--- config.mk ---
export PLATFORM = sky130hd
export DESIGN_NAME = amiga_crop
export DESIGN_NICKNAME = d
export VERILOG_FILES = /design/src/hw/crop_pkg.sv /design/src/hw/amiga_crop.sv /design/src/hw/crop_keys.sv /design/src/hw/frame_timer.sv /design/src/hw/line_timer.sv /design/src/hw/screen_snapshot.sv
export SDC_FILE = /design/constraint.sdc
export NUM_CORES = 1
export LEC_CHECK = 0
export BUFFER_PORTS_ARGS = -buffer_cell sky130_fd_sc_hd__buf_2
export CELL_PAD_IN_SITES_DETAIL_PLACEMENT = 1
export CELL_PAD_IN_SITES_GLOBAL_PLACEMENT = 1
export CORE_ASPECT_RATIO = 0.75
export CORE_UTILIZATION = 49
export DETAILED_ROUTE_END_ITERATION = 8
export GPL_TIMING_DRIVEN = 0
export PLACE_DENSITY_LB_ADDON = 0.1
export SLEW_MARGIN = 20
export SYNTH_ARGS = -nofsm -noshare
export SYNTH_HDL_FRONTEND = slang
export SYNTH_SLANG_ARGS = --single-unit
--- constraint.sdc ---
create_clock -name clk_sys -period 22.5 [get_ports clk_sys]
set_input_delay 1.125 -clock clk_sys [delete_from_list [all_inputs] [get_ports clk_sys]]
set_output_delay 1.125 -clock clk_sys [all_outputs]
set_load 0.02 [all_outputs]
--- src/hw/crop_pkg.sv ---
// shared key codes and crop constants; the step and margin values assume a CNT_W of at least 8
`default_nettype none

package crop_pkg;

	// accepted keyboard codes with release codes carrying bit 7
	typedef enum logic [7:0] {
		KEY_BACKSPACE = 8'h41, // clears all crop offsets
		KEY_UP        = 8'h4C,
		KEY_DOWN      = 8'h4D,
		KEY_RIGHT     = 8'h4E,
		KEY_LEFT      = 8'h4F,
		KEY_ALT_L     = 8'h64,
		KEY_ALT_R     = 8'h65,
		KEY_ALT_L_UP  = 8'hE4,
		KEY_ALT_R_UP  = 8'hE5
	} key_code_e;

	localparam logic [1:0] KEY_TYPE_KBD = 2'd3; // type value for keyboard data

	typedef logic [1:0] res_t; // resolution code from the core

	localparam int FLG_W = 7; // change counter width

	// crop offset steps per key press
	localparam int H_STEP = 4;
	localparam int V_STEP = 1;

	// crop edges act this far ahead of the captured blank count
	localparam int H_LEAD = 2;
	localparam int V_LEAD = 1;

	// forced blanking window
	localparam int FORCE_H_START  = 8;
	localparam int FORCE_H_MARGIN = 8; // before measured line length
	localparam int FORCE_V_START  = 1;
	localparam int FORCE_V_MARGIN = 3; // before measured line count

endpackage

`default_nettype wire

--- src/hw/amiga_crop.sv ---
// single clock domain; all inputs must already be synchronous to clk_sys
`default_nettype none
`timescale 1ns/10ps

module amiga_crop #(
	parameter int CNT_W = 12
) (
	input  wire logic                          clk_sys,
	input  wire logic                          reset,
	input  wire logic                          hs,
	input  wire logic                          vs,
	input  wire logic                          hblank,
	input  wire logic                          vblank_in,
	input  wire crop_pkg::res_t                res,
	input  wire logic                          key_level,
	input  wire logic          [1:0]           key_type,
	input  wire logic          [7:0]           key_code,
	output logic                               video_de,
	output logic               [CNT_W-1:0]     scr_hsize,
	output logic               [CNT_W-1:0]     scr_vsize,
	output logic               [CNT_W-1:0]     scr_hbl_l,
	output logic               [CNT_W-1:0]     scr_hbl_r,
	output logic               [CNT_W-1:0]     scr_vbl_t,
	output logic               [CNT_W-1:0]     scr_vbl_b,
	output crop_pkg::res_t                     scr_res,
	output logic               [crop_pkg::FLG_W-1:0] scr_flg
);

	logic [CNT_W-1:0] hbl_l, hbl_r, vbl_t, vbl_b; // live crop offsets
	logic [CNT_W-1:0] hsize, vsize;
	logic             line_blank;
	logic             frame_start;

	crop_keys #(.CNT_W(CNT_W)) u_keys (
		.clk_sys, .reset, .key_level, .key_type, .key_code,
		.hbl_l, .hbl_r, .vbl_t, .vbl_b
	);

	line_timer #(.CNT_W(CNT_W)) u_line (
		.clk_sys, .reset, .hs, .hblank, .hbl_l, .hbl_r,
		.line_blank, .hsize
	);

	frame_timer #(.CNT_W(CNT_W)) u_frame (
		.clk_sys, .reset, .hs, .vs, .vblank_in, .line_blank,
		.vbl_t, .vbl_b, .vsize, .video_de, .frame_start
	);

	screen_snapshot #(.CNT_W(CNT_W)) u_snap (
		.clk_sys, .reset, .frame_start, .hsize, .vsize,
		.hbl_l, .hbl_r, .vbl_t, .vbl_b, .res,
		.scr_hsize, .scr_vsize, .scr_hbl_l, .scr_hbl_r,
		.scr_vbl_t, .scr_vbl_b, .scr_res, .scr_flg
	);

endmodule

`default_nettype wire

--- src/hw/crop_keys.sv ---
// key_level must toggle once per event with key_type and key_code stable around the toggle
`default_nettype none
`timescale 1ns/10ps

module crop_keys #(
	parameter int CNT_W = 12
) (
	input  wire logic             clk_sys,
	input  wire logic             reset,
	input  wire logic             key_level,
	input  wire logic [1:0]       key_type,
	input  wire logic [7:0]       key_code,
	output logic      [CNT_W-1:0] hbl_l,
	output logic      [CNT_W-1:0] hbl_r,
	output logic      [CNT_W-1:0] vbl_t,
	output logic      [CNT_W-1:0] vbl_b
);

	localparam logic [CNT_W-1:0] HSTEP_C = CNT_W'(crop_pkg::H_STEP);
	localparam logic [CNT_W-1:0] VSTEP_C = CNT_W'(crop_pkg::V_STEP);

	logic old_level;
	logic alt;        // either alt held
	logic key_event;

	assign key_event = (old_level ^ key_level) && (key_type == crop_pkg::KEY_TYPE_KBD);

	always_ff @(posedge clk_sys or posedge reset) begin
		if (reset) begin
			old_level <= 1'b0;
			alt       <= 1'b0;
			hbl_l     <= '0;
			hbl_r     <= '0;
			vbl_t     <= '0;
			vbl_b     <= '0;
		end else begin
			old_level <= key_level;

			if (key_event) begin
				case (crop_pkg::key_code_e'(key_code))
					crop_pkg::KEY_BACKSPACE: begin
						hbl_l <= '0;
						hbl_r <= '0;
						vbl_t <= '0;
						vbl_b <= '0;
					end
					crop_pkg::KEY_UP: begin
						if (alt) vbl_b <= vbl_b + VSTEP_C;
						else     vbl_t <= vbl_t + VSTEP_C;
					end
					crop_pkg::KEY_DOWN: begin
						if (alt) vbl_b <= vbl_b - VSTEP_C;
						else     vbl_t <= vbl_t - VSTEP_C;
					end
					crop_pkg::KEY_LEFT: begin
						if (alt) hbl_r <= hbl_r + HSTEP_C;
						else     hbl_l <= hbl_l + HSTEP_C;
					end
					crop_pkg::KEY_RIGHT: begin
						if (alt) hbl_r <= hbl_r - HSTEP_C;
						else     hbl_l <= hbl_l - HSTEP_C;
					end
					crop_pkg::KEY_ALT_L, crop_pkg::KEY_ALT_R:
						alt <= 1'b1;
					crop_pkg::KEY_ALT_L_UP, crop_pkg::KEY_ALT_R_UP:
						alt <= 1'b0;
					default: ; // other keys pass through untouched
				endcase
			end
		end
	end

endmodule

`default_nettype wire

--- src/hw/frame_timer.sv ---
// vs is active low and vblank_in active high; vertical crop acts only at line_blank falls
`default_nettype none
`timescale 1ns/10ps

module frame_timer #(
	parameter int CNT_W = 12
) (
	input  wire logic             clk_sys,
	input  wire logic             reset,
	input  wire logic             hs,
	input  wire logic             vs,
	input  wire logic             vblank_in,
	input  wire logic             line_blank,
	input  wire logic [CNT_W-1:0] vbl_t,
	input  wire logic [CNT_W-1:0] vbl_b,
	output logic      [CNT_W-1:0] vsize,
	output logic                  video_de,
	output logic                  frame_start
);

	localparam logic [CNT_W-1:0] LEAD_C    = CNT_W'(crop_pkg::V_LEAD);
	localparam logic [CNT_W-1:0] FSTART_C  = CNT_W'(crop_pkg::FORCE_V_START);
	localparam logic [CNT_W-1:0] FMARGIN_C = CNT_W'(crop_pkg::FORCE_V_MARGIN);

	logic             vblank;     // core vblank or sync
	logic             old_hs;
	logic             old_vs;
	logic             old_vblank;
	logic             old_hbl;
	logic [CNT_W-1:0] vcnt;       // lines since vs rise
	logic [CNT_W-1:0] vsta;       // line at vblank rise
	logic [CNT_W-1:0] vend;       // line at vblank fall
	logic [CNT_W-1:0] vmax;       // frame length at vs fall
	logic             svbl;       // crop vblank
	logic             fvbl;       // forced vblank

	assign vblank = vblank_in | ~vs;

	// line counter and vertical captures
	always_ff @(posedge clk_sys or posedge reset) begin
		if (reset) begin
			old_hs     <= 1'b1;
			old_vs     <= 1'b1;
			old_vblank <= 1'b1;
			vcnt       <= '0;
			vsta       <= '0;
			vend       <= '0;
			vmax       <= '0;
			vsize      <= '0;
		end else begin
			old_hs     <= hs;
			old_vs     <= vs;
			old_vblank <= vblank;

			if (!vs)
				vcnt <= '0;
			else if (old_hs & ~hs)
				vcnt <= vcnt + 1'b1; // one step per hs fall

			if (old_vblank & ~vblank)
				vend <= vcnt;
			if (~old_vblank & vblank) begin
				vsta  <= vcnt;
				vsize <= vcnt - vend;
			end
			if (old_vs & ~vs)
				vmax <= vcnt;
		end
	end

	// vertical crop, updated at the start of each visible line segment
	always_ff @(posedge clk_sys or posedge reset) begin
		if (reset) begin
			old_hbl  <= 1'b1;
			svbl     <= 1'b1;
			fvbl     <= 1'b1;
			video_de <= 1'b0;
		end else begin
			old_hbl <= line_blank;

			if (old_hbl & ~line_blank) begin
				if (vcnt == vend + vbl_t - LEAD_C)
					svbl <= 1'b0; // top edge opens
				if (vcnt == vsta + vbl_b - LEAD_C)
					svbl <= 1'b1; // bottom edge closes

				if (vcnt == FSTART_C)
					fvbl <= 1'b0;
				if (vcnt == vmax - FMARGIN_C)
					fvbl <= 1'b1;
			end

			video_de <= ~line_blank & ~(fvbl | svbl);
		end
	end

	assign frame_start = old_vblank & ~vblank; // first active cycle of a frame

endmodule

`default_nettype wire

--- src/hw/line_timer.sv ---
// hs is active low and hblank active high; hsize is valid only after one complete line
`default_nettype none
`timescale 1ns/10ps

module line_timer #(
	parameter int CNT_W = 12
) (
	input  wire logic             clk_sys,
	input  wire logic             reset,
	input  wire logic             hs,
	input  wire logic             hblank,
	input  wire logic [CNT_W-1:0] hbl_l,
	input  wire logic [CNT_W-1:0] hbl_r,
	output logic                  line_blank,
	output logic      [CNT_W-1:0] hsize
);

	localparam logic [CNT_W-1:0] LEAD_C   = CNT_W'(crop_pkg::H_LEAD);
	localparam logic [CNT_W-1:0] FSTART_C = CNT_W'(crop_pkg::FORCE_H_START);
	localparam logic [CNT_W-1:0] FMARGIN_C = CNT_W'(crop_pkg::FORCE_H_MARGIN);

	logic             old_hs;
	logic             old_hblank;
	logic [CNT_W-1:0] hcnt;   // cycles since hs rise
	logic [CNT_W-1:0] hsta;   // count at hblank rise
	logic [CNT_W-1:0] hend;   // count at hblank fall
	logic [CNT_W-1:0] hmax;   // line length at hs fall
	logic             shbl;   // crop blank
	logic             fhbl;   // forced blank

	logic             hblank_fall;
	logic             hblank_rise;

	assign hblank_fall = old_hblank & ~hblank;
	assign hblank_rise = ~old_hblank & hblank;

	// edge history and captures
	always_ff @(posedge clk_sys or posedge reset) begin
		if (reset) begin
			old_hs     <= 1'b1;
			old_hblank <= 1'b1;
			hcnt       <= '0;
			hsta       <= '0;
			hend       <= '0;
			hmax       <= '0;
			hsize      <= '0;
		end else begin
			old_hs     <= hs;
			old_hblank <= hblank;

			if (!hs)
				hcnt <= '0; // held through sync
			else
				hcnt <= hcnt + 1'b1;

			if (hblank_fall)
				hend <= hcnt;
			if (hblank_rise) begin
				hsta  <= hcnt;
				hsize <= hcnt - hend; // same lag on both edges
			end
			if (old_hs & ~hs)
				hmax <= hcnt;
		end
	end

	// crop and forced horizontal blank
	always_ff @(posedge clk_sys or posedge reset) begin
		if (reset) begin
			shbl <= 1'b1;
			fhbl <= 1'b1;
		end else begin
			if (hcnt == hend + hbl_l - LEAD_C)
				shbl <= 1'b0; // left edge opens
			if (hcnt == hsta + hbl_r - LEAD_C)
				shbl <= 1'b1; // right edge closes

			if (hcnt == FSTART_C)
				fhbl <= 1'b0;
			if (hcnt == hmax - FMARGIN_C)
				fhbl <= 1'b1;
		end
	end

	assign line_blank = fhbl | shbl | ~hs;

endmodule

`default_nettype wire

--- src/hw/screen_snapshot.sv ---
// values reflect the frame_start of the previous active frame; scr_flg wraps at its width
`default_nettype none
`timescale 1ns/10ps

module screen_snapshot #(
	parameter int CNT_W = 12
) (
	input  wire logic                          clk_sys,
	input  wire logic                          reset,
	input  wire logic                          frame_start,
	input  wire logic          [CNT_W-1:0]     hsize,
	input  wire logic          [CNT_W-1:0]     vsize,
	input  wire logic          [CNT_W-1:0]     hbl_l,
	input  wire logic          [CNT_W-1:0]     hbl_r,
	input  wire logic          [CNT_W-1:0]     vbl_t,
	input  wire logic          [CNT_W-1:0]     vbl_b,
	input  wire crop_pkg::res_t                res,
	output logic               [CNT_W-1:0]     scr_hsize,
	output logic               [CNT_W-1:0]     scr_vsize,
	output logic               [CNT_W-1:0]     scr_hbl_l,
	output logic               [CNT_W-1:0]     scr_hbl_r,
	output logic               [CNT_W-1:0]     scr_vbl_t,
	output logic               [CNT_W-1:0]     scr_vbl_b,
	output crop_pkg::res_t                     scr_res,
	output logic               [crop_pkg::FLG_W-1:0] scr_flg
);

	logic geom_change;

	// compare against the previous snapshot
	assign geom_change = (scr_res != res) || (scr_vsize != vsize) || (scr_hsize != hsize);

	always_ff @(posedge clk_sys or posedge reset) begin
		if (reset) begin
			scr_hsize <= '0;
			scr_vsize <= '0;
			scr_hbl_l <= '0;
			scr_hbl_r <= '0;
			scr_vbl_t <= '0;
			scr_vbl_b <= '0;
			scr_res   <= '0;
			scr_flg   <= '0;
		end else if (frame_start) begin
			scr_hsize <= hsize;
			scr_vsize <= vsize;
			scr_hbl_l <= hbl_l;
			scr_hbl_r <= hbl_r;
			scr_vbl_t <= vbl_t;
			scr_vbl_b <= vbl_b;
			scr_res   <= res;
			if (geom_change)
				scr_flg <= scr_flg + 1'b1; // host rereads geometry
		end
	end

endmodule

`default_nettype wire

==> results.md <==
- Total grt overflow: 0
- Clock Pin Slew Worst Setup and Hold Paths: 0.06 ns
- Crit-path max FO: 18
- Post-CTS setup buffers: 0
- Leak Pwr: 8.97 nW
- Cell Area, Synth: about 0.017 mm^2
- Area delta synth->final: 12.5%
- Total chip power: 0.00128 W
- Slew headroom: 36.2%
- Initial antenna violation count: 0
- Count of buffers from port buffering: 96
- Drt first pass iters: 5
- Pwr dens: 68.7 mW/mm^2
- Worst hold start: u_snap.scr_vbl_b[4]
- Area taken by multi-input logic gates: 0.00920 mm^2
- Max IR drop VDD: 61.2 uV
- First-pass GRT wire length: 77.7 mm
- Tcrit/Tclk final: 19.7%
- Synth cell types: 70
- GR Util All Layers: 28.4%
- Width of the die: 214 um
- TritonCTS Sinks: 253
- Hold Crit Depth: 2
- Dpl hpwl: 35.7 mm
- 1st-iter DRT viols: about 900
- Yosys warns: 0
- Reg-to-reg slack, setup: 19.03 ns
- Crit path launch type: primary input
- IO Count: roughly 100
- Area of the core: 0.0328 mm^2
- Final Hold Viols: 0
- # rows: 57
- Cells on worst reg2reg path: 11
- Final setup viols: 0
- Final WL: 47.8 mm
- Starting density of the core: 50.5%
- DRC: 0
- Slew @ Worst Pin: between 0.9 and 1 ns
- Antenna-violating nets left: 0
- Unrepaired setup endpoints after global routing: no
- Total number of vias: 13400
- Syn_area_per_cell: 9.33 um^2
- Setup Crit Path Kind: in2reg
- Sum of negative setup slack: 0 ns
- Vias per cell: 5.66
- Outcome: finished clean
- Post-synth EDFFs: 0
- Gp weighted congestion: 0.891
- Min Tclk post-route: around 4.4 ns
- Hold Crit Class: reg2reg
- Max Fclk: 225 MHz
- Root Buffer: clkbuf_16
- Die Area: roughly 0.035 mm^2
- CTS buffer count: 28
- FF-to-FF End: u_line.shbl
- Largest net degree at the start of global routing: 89
- Hold EP: u_snap.scr_vbl_b[4]
- Crit path DAT: 4.94 ns
- N_diodes: 0
- Ratio of cells with drive above 1 in the final layout: between 10% and 20%
- Final Max Tran Viols: 0
- Critical Path RT: 23.00 ns
- Post-synth ARST share: 100%
- Cells after synthesis: 1777
- Reg2reg start: u_keys.hbl_r[2]
- Worst-Skew Late Latency: a little under 0.6 ns
- Maxcap violations: 0
- Top_reg_cell synth: dfrtp_1
- Flops & latches, synth: 253
- Final Core Density: 56.9%
- Post-CTS Resized: 0
- # hold bufs at CTS: 0
- Post-synthesis sequential area ratio: 38.2%
- Filler Cell Count: 3866
- Htree depth: 1
- Setup Skew: 0.0247 ns
- Register area: 0.00634 mm^2
- Final #Nets: 2084
- Vias in the first global route: 13900
- Crit end category: flip-flop
- Drt wl/cell: 20.1 um
- Vert. Die Dim: 161 um
- TritonCTS clock tree: built
- Max clock buf depth: 3
## critical path, cell delays in order
cell	delay [ns]
buf_2	0.12
nor4b_4	0.35
nand4b_1	0.19
buf_2	0.22
inv_1	0.54
ha_1	0.36
a21oi_1	0.22
o21ai_0	0.19
a2111oi_2	0.53
nor3_1	0.16
or4b_2	0.65
a21oi_1	0.17
a31o_2	0.11
## power breakdown
group          leakage (nW)  internal [W]  switching, W
clock                 0.465      0.000282      0.000201
sequential             3.36      0.000495     0.0000415
combinational          5.14      0.000111      0.000150
total                  8.97      0.000888      0.000392
## kinds of logic (layout without fill, tap and decap cells)
group	count (synthesis)	after routing	share of synthesized area [%]
adders and majority gates	155	155	12.1
xor gates and xnor gates	210	210	11.1
DFF	253	253	38.2
other	1	6	0.0226
muxes	78	78	5.27
AOI/OAI and AO/OA	332	332	12.5
buffers and inverters	267	416	6.37
and+or+nand+nor	481	481	14.4
## layer usage
layer / up-vias / wire length, um / global-route usage, %
li1: 6321 / - / -
met1: 6769 / 23500 / 42.3
met2: 288 / 20900 / 43.8
met3: 58 / 2550 / 4.60
met4: 0 / 845 / 5.23
met5: - / 0 / 0
## cells in the final DEF (no fill, tap or decap), types with 11 or more instances in the layout
| cell type | n |
|---|---|
| or3_1 | 13 |
| dfrtp_1 | 244 |
| clkbuf_16 | 28 |
| mux2_2 | 74 |
| nor2_1 | 70 |
| nor4_1 | 12 |
| nand4_1 | 13 |
| xor2_1 | 75 |
| xnor2_1 | 135 |
| nor3_1 | 44 |
| a21o_1 | 22 |
| inv_1 | 194 |
| clkbuf_8 | 11 |
| clkbuf_1 | 61 |
| and3_1 | 12 |
| nand2_1 | 178 |
| nand3_1 | 49 |
| a21oi_1 | 49 |
| and2_1 | 15 |
| o31ai_1 | 13 |
| o211ai_1 | 11 |
| buf_2 | 98 |
| a211oi_1 | 16 |
| o21ai_0 | 139 |
| nor3b_1 | 16 |
| ha_1 | 145 |
## final cells by class
| cell class | count | area share (%) |
|---|---|---|
| Timing Repair Buffer | 98 | 2.87 |
| Multi-Input combinational cell | 1262 | 49.3 |
| Inverter | 195 | 3.96 |
| Tap cell | 442 | 2.96 |
| Clock buffer | 44 | 4.56 |
| Clock inverter | 7 | 0.550 |
| Buffer | 72 | 1.75 |
| Sequential cell | 253 | 34.0 |
## per-stage QoR
stage / hold slack [ns] / setup WS, ns / cell area [um^2] / instances
6_report: 0.470 / 18.06 / 18700 / 2373
2_1_floorplan: 0.441 / 14.43 / 16600 / 1782
5_1_grt: 0.487 / 17.84 / 18700 / 2373
4_1_cts: 0.479 / 18.11 / 18700 / 2373
3_5_place_dp: 0.465 / 17.55 / 17700 / 2322
3_3_place_gp: 0.456 / 11.18 / 17600 / 2320
## worst max-delay path by stage
stage	endpoint	slack (ns)	start
finish	u_keys.hbl_r[11]	18.06	key_code[5]
global route	u_keys.hbl_r[11]	17.84	key_code[5]
CTS	u_keys.hbl_r[11]	18.11	key_code[5]
detailed placement	u_keys.hbl_r[11]	17.55	key_code[5]
global placement	u_snap.scr_flg[3]	11.18	reset
floorplan	u_frame.vcnt[0]	14.43	reset
## synthesized netlist by cell type (11+ instances only)
library cell	number	area [um^2]
and2_1	15	93.8
o31ai_1	13	97.6
o21ai_0	139	696
nor3b_1	16	120
xnor2_1	135	1180
nor2_1	70	263
and3_1	12	75.1
a21oi_1	49	245
nand2_1	178	668
dfrtp_1	244	6110
nand3_1	49	245
xor2_1	75	657
nor3_1	44	220
nand4_1	13	81.3
clkbuf_1	56	210
a21o_1	22	165
inv_1	195	732
mux2_2	74	833
or3_1	13	81.3
a211oi_1	16	120
nor4_1	12	75.1
o211ai_1	11	82.6
ha_1	145	1810
No activity file was read; power rests on OpenSTA's default activity.
